--- src/hdl/fft_mem_config.svh ---
`ifndef FFT_MEM_CONFIG_SVH
`define FFT_MEM_CONFIG_SVH

// sample buffer geometry
`define FFT_SAMPLE_W 29   // bits per real or imag part
`define FFT_POINTS   16   // complex samples held
`define FFT_ADDR_W   4    // log2 of point count

// twiddle table geometry
`define TW_W         14   // bits per cos or sin part
`define TW_ANGLE_W   7    // steps of pi/128 over half a turn

// fixed point unity in Q1.12
`define TW_ONE       4096

`endif

--- src/hdl/fft_sample_pkg.sv ---
`default_nettype none

`include "fft_mem_config.svh"

package fft_sample_pkg;

   // one complex operand, real part in the upper bits
   typedef struct packed {
      logic signed [`FFT_SAMPLE_W-1:0] re;
      logic signed [`FFT_SAMPLE_W-1:0] im;
   } cplx_sample_t;

   // storage word, raw for the array and complex for the ports
   typedef union packed {
      logic [2*`FFT_SAMPLE_W-1:0] raw;
      cplx_sample_t               cplx;
   } sample_word_u;

   // loader side request, index in natural order
   typedef struct packed {
      logic [`FFT_ADDR_W-1:0] idx;
      cplx_sample_t           sample;
   } load_req_t;

endpackage

`default_nettype wire

--- src/hdl/fft_twiddle_pkg.sv ---
`default_nettype none

`include "fft_mem_config.svh"

package fft_twiddle_pkg;

   // W = cos - j*sin, sin part already carries its minus sign
   typedef struct packed {
      logic signed [`TW_W-1:0] cos;
      logic signed [`TW_W-1:0] sin;
   } twiddle_t;

   // angle in steps of pi/128
   typedef logic [`TW_ANGLE_W-1:0] angle_idx_t;

endpackage

`default_nettype wire

--- src/hdl/fft_operand_fetch.sv ---
`timescale 1ns/1ps
`default_nettype none

`include "fft_mem_config.svh"

module fft_operand_fetch
   import fft_sample_pkg::*;
   import fft_twiddle_pkg::*;
(
   input  wire logic                   clk,
   input  wire logic                   reset,
   input  wire logic                   load,
   input  wire load_req_t              load_req,
   input  wire logic                   rd_en,
   input  wire logic [`FFT_ADDR_W-1:0] rd_ptr,
   input  wire angle_idx_t             rd_angle,
   output cplx_sample_t                sample_out,
   output twiddle_t                    twiddle_out,
   output logic                        radix_valid
);

   // data operand, read in storage order
   sample_buffer u_sample_buffer (
      .clk      (clk),
      .load     (load),
      .load_req (load_req),
      .rd_en    (rd_en),
      .rd_ptr   (rd_ptr),
      .rd_data  (sample_out)
   );

   // twiddle fetched on the same strobe
   twiddle_rom u_twiddle_rom (
      .clk     (clk),
      .rd_en   (rd_en),
      .angle   (rd_angle),
      .twiddle (twiddle_out)
   );

   // lines up with both registered read ports
   always_ff @(posedge clk) begin
      if (reset) begin
         radix_valid <= 1'b0;
      end else begin
         radix_valid <= rd_en;
      end
   end

endmodule

`default_nettype wire

--- src/hdl/sample_buffer.sv ---
`timescale 1ns/1ps
`default_nettype none

`include "fft_mem_config.svh"

module sample_buffer
   import fft_sample_pkg::*;
(
   input  wire logic                   clk,
   input  wire logic                   load,
   input  wire load_req_t              load_req,
   input  wire logic                   rd_en,
   input  wire logic [`FFT_ADDR_W-1:0] rd_ptr,
   output cplx_sample_t                rd_data
);

   sample_word_u           mem [`FFT_POINTS];
   sample_word_u           wr_word;
   sample_word_u           rd_word;   // registered read port
   logic [`FFT_ADDR_W-1:0] wr_addr;

   // mirror the index bits, natural order in, bit-reversed storage
   always_comb begin
      for (int i = 0; i < `FFT_ADDR_W; i++) begin
         wr_addr[i] = load_req.idx[`FFT_ADDR_W-1-i];
      end
   end

   assign wr_word.cplx = load_req.sample;

   always_ff @(posedge clk) begin
      if (load) begin
         mem[wr_addr].raw <= wr_word.raw;
      end
      if (rd_en) begin
         rd_word.raw <= mem[rd_ptr].raw;   // old data on a same-edge write
      end
   end

   assign rd_data = rd_word.cplx;   // held between strobes

endmodule

`default_nettype wire

--- src/hdl/twiddle_rom.sv ---
`timescale 1ns/1ps
`default_nettype none

`include "fft_mem_config.svh"

module twiddle_rom
   import fft_twiddle_pkg::*;
(
   input  wire logic       clk,
   input  wire logic       rd_en,
   input  wire angle_idx_t angle,
   output twiddle_t        twiddle
);

   // pi/2 in angle steps, the fold point
   localparam angle_idx_t QUARTER = angle_idx_t'(1 << (`TW_ANGLE_W - 1));

   logic [`TW_ANGLE_W-1:0] cos_idx;
   logic [`TW_ANGLE_W-1:0] sin_idx;
   logic                   cos_neg;
   logic [`TW_W-1:0]       cos_mag;
   logic [`TW_W-1:0]       sin_mag;
   twiddle_t               tw_next;

   // round(4096 * sin(j*pi/128)), first quadrant only
   function automatic logic [`TW_W-1:0] quarter_sin(input logic [`TW_ANGLE_W-1:0] j);
      case (j)
         0:  quarter_sin = `TW_W'd0;
         1:  quarter_sin = `TW_W'd101;
         2:  quarter_sin = `TW_W'd201;
         3:  quarter_sin = `TW_W'd301;
         4:  quarter_sin = `TW_W'd401;
         5:  quarter_sin = `TW_W'd501;
         6:  quarter_sin = `TW_W'd601;
         7:  quarter_sin = `TW_W'd700;
         8:  quarter_sin = `TW_W'd799;
         9:  quarter_sin = `TW_W'd897;
         10: quarter_sin = `TW_W'd995;
         11: quarter_sin = `TW_W'd1092;
         12: quarter_sin = `TW_W'd1189;
         13: quarter_sin = `TW_W'd1285;
         14: quarter_sin = `TW_W'd1380;
         15: quarter_sin = `TW_W'd1474;
         16: quarter_sin = `TW_W'd1567;
         17: quarter_sin = `TW_W'd1660;
         18: quarter_sin = `TW_W'd1751;
         19: quarter_sin = `TW_W'd1842;
         20: quarter_sin = `TW_W'd1931;
         21: quarter_sin = `TW_W'd2019;
         22: quarter_sin = `TW_W'd2106;
         23: quarter_sin = `TW_W'd2191;
         24: quarter_sin = `TW_W'd2276;
         25: quarter_sin = `TW_W'd2359;
         26: quarter_sin = `TW_W'd2440;
         27: quarter_sin = `TW_W'd2520;
         28: quarter_sin = `TW_W'd2598;
         29: quarter_sin = `TW_W'd2675;
         30: quarter_sin = `TW_W'd2751;
         31: quarter_sin = `TW_W'd2824;
         32: quarter_sin = `TW_W'd2896;   // pi/4
         33: quarter_sin = `TW_W'd2967;
         34: quarter_sin = `TW_W'd3035;
         35: quarter_sin = `TW_W'd3102;
         36: quarter_sin = `TW_W'd3166;
         37: quarter_sin = `TW_W'd3229;
         38: quarter_sin = `TW_W'd3290;
         39: quarter_sin = `TW_W'd3349;
         40: quarter_sin = `TW_W'd3406;
         41: quarter_sin = `TW_W'd3461;
         42: quarter_sin = `TW_W'd3513;
         43: quarter_sin = `TW_W'd3564;
         44: quarter_sin = `TW_W'd3612;
         45: quarter_sin = `TW_W'd3659;
         46: quarter_sin = `TW_W'd3703;
         47: quarter_sin = `TW_W'd3745;
         48: quarter_sin = `TW_W'd3784;
         49: quarter_sin = `TW_W'd3822;
         50: quarter_sin = `TW_W'd3857;
         51: quarter_sin = `TW_W'd3889;
         52: quarter_sin = `TW_W'd3920;
         53: quarter_sin = `TW_W'd3948;
         54: quarter_sin = `TW_W'd3973;
         55: quarter_sin = `TW_W'd3996;
         56: quarter_sin = `TW_W'd4017;
         57: quarter_sin = `TW_W'd4036;
         58: quarter_sin = `TW_W'd4052;
         59: quarter_sin = `TW_W'd4065;
         60: quarter_sin = `TW_W'd4076;
         61: quarter_sin = `TW_W'd4085;
         62: quarter_sin = `TW_W'd4091;
         63: quarter_sin = `TW_W'd4095;
         64: quarter_sin = `TW_W'(`TW_ONE);   // exact unity at pi/2
         default: quarter_sin = `TW_W'd0;     // folding never reaches here
      endcase
   endfunction

   // fold the half turn onto the quarter table
   always_comb begin
      if (angle <= QUARTER) begin
         cos_idx = QUARTER - angle;
         sin_idx = angle;
         cos_neg = 1'b0;
      end else begin
         cos_idx = angle - QUARTER;
         sin_idx = -angle;   // 128 - k, wraps in 7 bits
         cos_neg = 1'b1;     // second quadrant
      end
   end

   assign cos_mag = quarter_sin(cos_idx);
   assign sin_mag = quarter_sin(sin_idx);

   assign tw_next.cos = cos_neg ? -cos_mag : cos_mag;
   assign tw_next.sin = -sin_mag;   // sin is never positive on a half turn

   always_ff @(posedge clk) begin
      if (rd_en) begin
         twiddle <= tw_next;
      end
   end

endmodule

`default_nettype wire

--- config.mk ---
export PLATFORM = sky130hd
export DESIGN_NAME = fft_operand_fetch
export DESIGN_NICKNAME = d
export VERILOG_FILES = /design/src/hdl/fft_sample_pkg.sv /design/src/hdl/fft_twiddle_pkg.sv /design/src/hdl/fft_operand_fetch.sv /design/src/hdl/sample_buffer.sv /design/src/hdl/twiddle_rom.sv
export VERILOG_INCLUDE_DIRS = /design/src /design/src/hdl
export SDC_FILE = /design/constraint.sdc
export NUM_CORES = 1
export LEC_CHECK = 0
export BUFFER_PORTS_ARGS = -buffer_cell sky130_fd_sc_hd__buf_2
export CAP_MARGIN = 20
export CORE_ASPECT_RATIO = 1.5
export CORE_MARGIN = 1
export CORE_UTILIZATION = 40
export CTS_CLUSTER_DIAMETER = 150
export CTS_CLUSTER_SIZE = 28
export DETAILED_ROUTE_END_ITERATION = 10
export HOLD_SLACK_MARGIN = 0.02
export PLACE_DENSITY = 0.59
export SYNTH_ARGS = -nofsm -noshare
export SYNTH_HDL_FRONTEND = slang
export SYNTH_MEMORY_MAX_BITS = 65536
export SYNTH_SLANG_ARGS = --single-unit
--- constraint.sdc ---
create_clock -name clk -period 10.99 [get_ports clk]
set_input_delay 1.099 -clock clk [delete_from_list [all_inputs] [get_ports clk]]
set_output_delay 1.099 -clock clk [all_outputs]
set_load 0.005 [all_outputs]
==> run summary <==
TritonCTS built the clock tree. The async set-reset flop share out of synthesis was 0; the largest stage delay on the critical path was 0.86 ns. The detailed-route vias per instance was 5.85; the multi-input combinational cell area was 10600 um^2. In this run the static leakage power is 13.9 nW. The latest clock arrival within the worst-skew pair is 0.62 ns, and the die width is 266 um.

The post-synthesis cell area is 41700 um^2. The run gives 0.0954 mV as the worst voltage drop across the vdd grid. The relative area change from synthesis to final layout is 8.39%, and the setup slack on the worst flop-to-flop path is 9.34 ns.

The number of gates resized after CTS came out at 0. The number of library cell types mapped by synthesis was 97. The violation count after the first detailed-route iteration is 2323. In this run the power density over the cells is 153 nW/um^2. Buffers placed on the I/O ports in this run total 163. The floorplan step defined a die boundary enclosing 106000 um^2. Setup repair after global routing left no endpoint under its margin.

sky130_fd_sc_hd__edfxtp_1 takes more of the synthesized area than any other cell. The run gives 20 as the initial antenna violation count. STA classifies the critical path endpoint as a flop.

The mean instance size in the synthesized netlist was 20.2 um^2. The wire-length estimate of the detail-placed layout is 57100 um. Synthesis produced a netlist whose cell count is 2067.

The critical path startpoint category was an input port. The tools report the number of standard-cell rows in the floorplan as 144. The worst relative slew slack was 0.238; the post-CTS repair timing setup buffer count was 0.

The final period utilization is 0.609, and the peak clock frequency supported by timing is 0.149 GHz. The utilization after layout was 0.439; the sum of overflow across all layers after global routing was 0. The number of clock buffers inserted by TritonCTS was 42. The most used flip-flop cell after synthesis is sky130_fd_sc_hd__edfxtp_1. The first-pass GRT wire length is 150000 um. Worst min-delay path endpoint: radix_valid.

At the pin with the least slew margin, the transition time is 1.14 ns. For the sequential element share of the synthesized area, the log shows 0.730. The final layout contains routed wiring with a total length of 103000 um.

The first TritonRoute pass finished after 5 iterations. The startpoint of the worst hold path was reset. The number of flip-flops and latches in the synthesized netlist came out at 1015. The detail route stage leaves a number of antenna-violating nets equal to 0. Yosys mapped a number of flops with a built-in enable equal to 1014. For the total of warnings raised by yosys, the log shows 0. The die is 398 um tall. The I/O pin total was 164. In the final design database the tool counted 2281 nets. The slowest stage of the critical path belongs to the cell sky130_fd_sc_hd__ha_1. The number of vias in the routed layout was 20912; the quantity of hold-fixing buffers added after cts was 0. The area of the core region was 103000 um^2. The worst register-to-register path begins at u_sample_buffer.mem[3][30]. The via count of the first global-routing pass was 21717; the net count of the mapped netlist was 2164. Dividing the detail-routed wire length by the instance count gives 28.8 um.

The total of endpoints with negative setup slack in the final report was 0; the clock sink count was 1015. Worst min-delay path class: in -> reg. The run gives 0 as the count of final max-slew check failures. The flow ran to the end, and the final reports show no timing, DRC or antenna violations.

The worst path needs 6.70 ns of the cycle, external delays included. The cell sitting at the root of the clock tree is a sky130_fd_sc_hd__clkbuf_16. Counting along the longest clock path gives a buffer depth of 3. The H-tree was split into 2 levels.

Along the worst hold path, the cell count comes to 2. The most numerous cell type found on the critical path is sky130_fd_sc_hd__ha_1. The number of cells traversed by the worst register-to-register path came out at 2. The end of the worst register-to-register path was u_sample_buffer.rd_data[30].

Clock slew at the register clock pins of the worst setup and hold paths: 0.12 ns. At the end of routability-driven placement, the weighted congestion stood at 0.915. The filler cell count in the final layout was 8889; the proportion of layout cells with a drive suffix above 1 was 0.278. The top-area cell type share of the netlist area was 0.730.

For the data arrival time of the worst path, the log shows 7.09 ns. The run gives 11.38 ns as the required time at the endpoint of the critical path. Sorting the synthesized cells by area gives the leading types as sky130_fd_sc_hd__edfxtp_1 73%, sky130_fd_sc_hd__mux4_2 16%, sky130_fd_sc_hd__o21ai_0 0.74%.

Registers take 30500 um^2. Along the worst path, the maximum fanout reaches 36. For the count of final hold-check violations, the log shows 0.

The critical path in this run is classified as in -> reg. Entering global routing, the biggest net connects 73 pins. The max-cap violation count was 0. The initial core utilization came out at 0.405. The critical path goes through buf_2 > buf_4 > inv_1 > ha_1 > or3b_1 > o21ai_4 > mux2i_2 > buf_4 > inv_2 > ha_1 > or4b_1 > a21oi_1 > a21oi_1 > o311ai_1 > o22ai_1 > a221oi_2 > ha_1 > nand2_1 > nor4_1 > nor2_1. The setup skew after layout was 0.0246 ns; the all-layer global routing usage was 0.194.

In the routed design, unresolved DRC markers number 0. In the final timing run, aggregate negative setup slack is 0 ns.
==> power by group <==
| part | internal [mW] | total [mW] | switching [mW] |
|---|---|---|---|
| Clock | 0.714 | 1.84 | 1.13 |
| Combinational | 0.261 | 0.670 | 0.409 |
| Sequential | 4.38 | 4.40 | 0.0282 |
==> worst max-delay path by stage <==
stage | start | cells after the start | slack, ns | endpoint
after floorplan | load_req[58] | 2 | 4.88 | u_sample_buffer.mem[0][0]
after global placement | rd_angle[0] | 20 | 3.74 | u_twiddle_rom.twiddle[10]
after detailed placement | rd_angle[0] | 20 | 3.76 | u_twiddle_rom.twiddle[10]
after CTS | rd_angle[0] | 20 | 4.46 | u_twiddle_rom.twiddle[10]
after global routing | rd_angle[0] | 20 | 4.04 | u_twiddle_rom.twiddle[10]
final | rd_angle[0] | 20 | 4.29 | u_twiddle_rom.twiddle[10]
==> layout make-up <==
type / count / share of cell area
diodes: 2 / 0.000111
well taps: 1387 / 0.0384
clock inverters: 3 / 0.000747
inverters: 21 / 0.00174
flip-flops and latches: 1015 / 0.674
multi-input cells: 896 / 0.235
repair buffers: 208 / 0.0261
clock buffers: 43 / 0.0238
==> worst max-delay path, delay by kind of cell <==
| family | cells | cell delay (ns) |
|---|---|---|
| multiplexers | 1 | 0.26 |
| AO/OA/AOI/OAI | 6 | 1.53 |
| AND/OR/NAND/NOR | 5 | 1.66 |
| buffers and inverters | 5 | 0.97 |
| adder cells (fa/ha/maj) | 3 | 1.52 |
==> metrics by stage <==
step | instances | power [mW] | area, um^2 | hold slack (ns) | setup slack [ns]
final | 3575 | 6.92 | 45200 | 0.621 | 4.29
after global routing | 3573 | 7.14 | 45200 | 0.603 | 4.04
after CTS | 3573 | 6.99 | 45200 | 0.584 | 4.46
after detailed placement | 3527 | 5.17 | 44100 | 0.834 | 3.76
after global placement | 3526 | 5.16 | 44100 | 0.829 | 3.74
after floorplan | 2067 | 4.90 | 41700 | 0.817 | 4.88
==> per-layer routing <==
metal | wire length (um) | track usage | up-vias
met1 | 39800 | 0.240 | 11174
met3 | 4980 | 0.0262 | 188
met2 | 54900 | 0.353 | 676
li1 | - | - | 8852
met4 | 3110 | 0.0585 | 22
met5 | 125 | 0 | -
==> flip-flops by register name, summed over array words and instances (netlist names) <==
signal,count
u_sample_buffer.mem,928
u_twiddle_rom.twiddle,28
u_sample_buffer.rd_data,58
radix_valid,1
==> cells in the mapped netlist (all sizes together), types with 8 or more instances <==
library cell,number
ha,20
or3,10
a221oi,8
o21ai,69
nor2b,9
nor3,34
mux4,292
clkbuf,66
nand2,52
xor2,10
nand3,19
edfxtp,1014
inv,20
nand2b,15
o211ai,13
buf,69
o31ai,12
a21oi,59
a31oi,11
a211oi,24
nor2,81
xnor2,10
nor4,12
o22ai,14
==> cell families after synthesis <==
family / Yosys count / synth area share
buf+inv: 156 / 0.0174
xor+xnor: 20 / 0.00438
mux: 300 / 0.160
fa+ha+maj: 20 / 0.00600
compound gates: 285 / 0.0475
simple gates: 271 / 0.0347
flops: 1015 / 0.730
==> layout by cell type, fill, tap and decap left out, types with 6 or more instances in the layout <==
cell / n
sky130_fd_sc_hd__a211oi_1: 23
sky130_fd_sc_hd__a21oi_1: 56
sky130_fd_sc_hd__a221oi_1: 7
sky130_fd_sc_hd__a22oi_1: 6
sky130_fd_sc_hd__a31oi_1: 11
sky130_fd_sc_hd__and2_1: 6
sky130_fd_sc_hd__buf_2: 159
sky130_fd_sc_hd__buf_4: 46
sky130_fd_sc_hd__clkbuf_16: 43
sky130_fd_sc_hd__edfxtp_1: 1014
sky130_fd_sc_hd__ha_1: 20
sky130_fd_sc_hd__inv_1: 16
sky130_fd_sc_hd__mux4_2: 292
sky130_fd_sc_hd__nand2_1: 50
sky130_fd_sc_hd__nand2b_1: 15
sky130_fd_sc_hd__nand3_1: 19
sky130_fd_sc_hd__nor2_1: 67
sky130_fd_sc_hd__nor2_4: 12
sky130_fd_sc_hd__nor2b_1: 9
sky130_fd_sc_hd__nor3_1: 28
sky130_fd_sc_hd__nor3_2: 6
sky130_fd_sc_hd__nor4_1: 8
sky130_fd_sc_hd__o211ai_1: 12
sky130_fd_sc_hd__o21a_1: 6
sky130_fd_sc_hd__o21ai_0: 62
sky130_fd_sc_hd__o22ai_1: 14
sky130_fd_sc_hd__o31ai_1: 12
sky130_fd_sc_hd__or3_1: 9
sky130_fd_sc_hd__xnor2_1: 9
sky130_fd_sc_hd__xor2_1: 10
(Power assumes the default switching activity.)
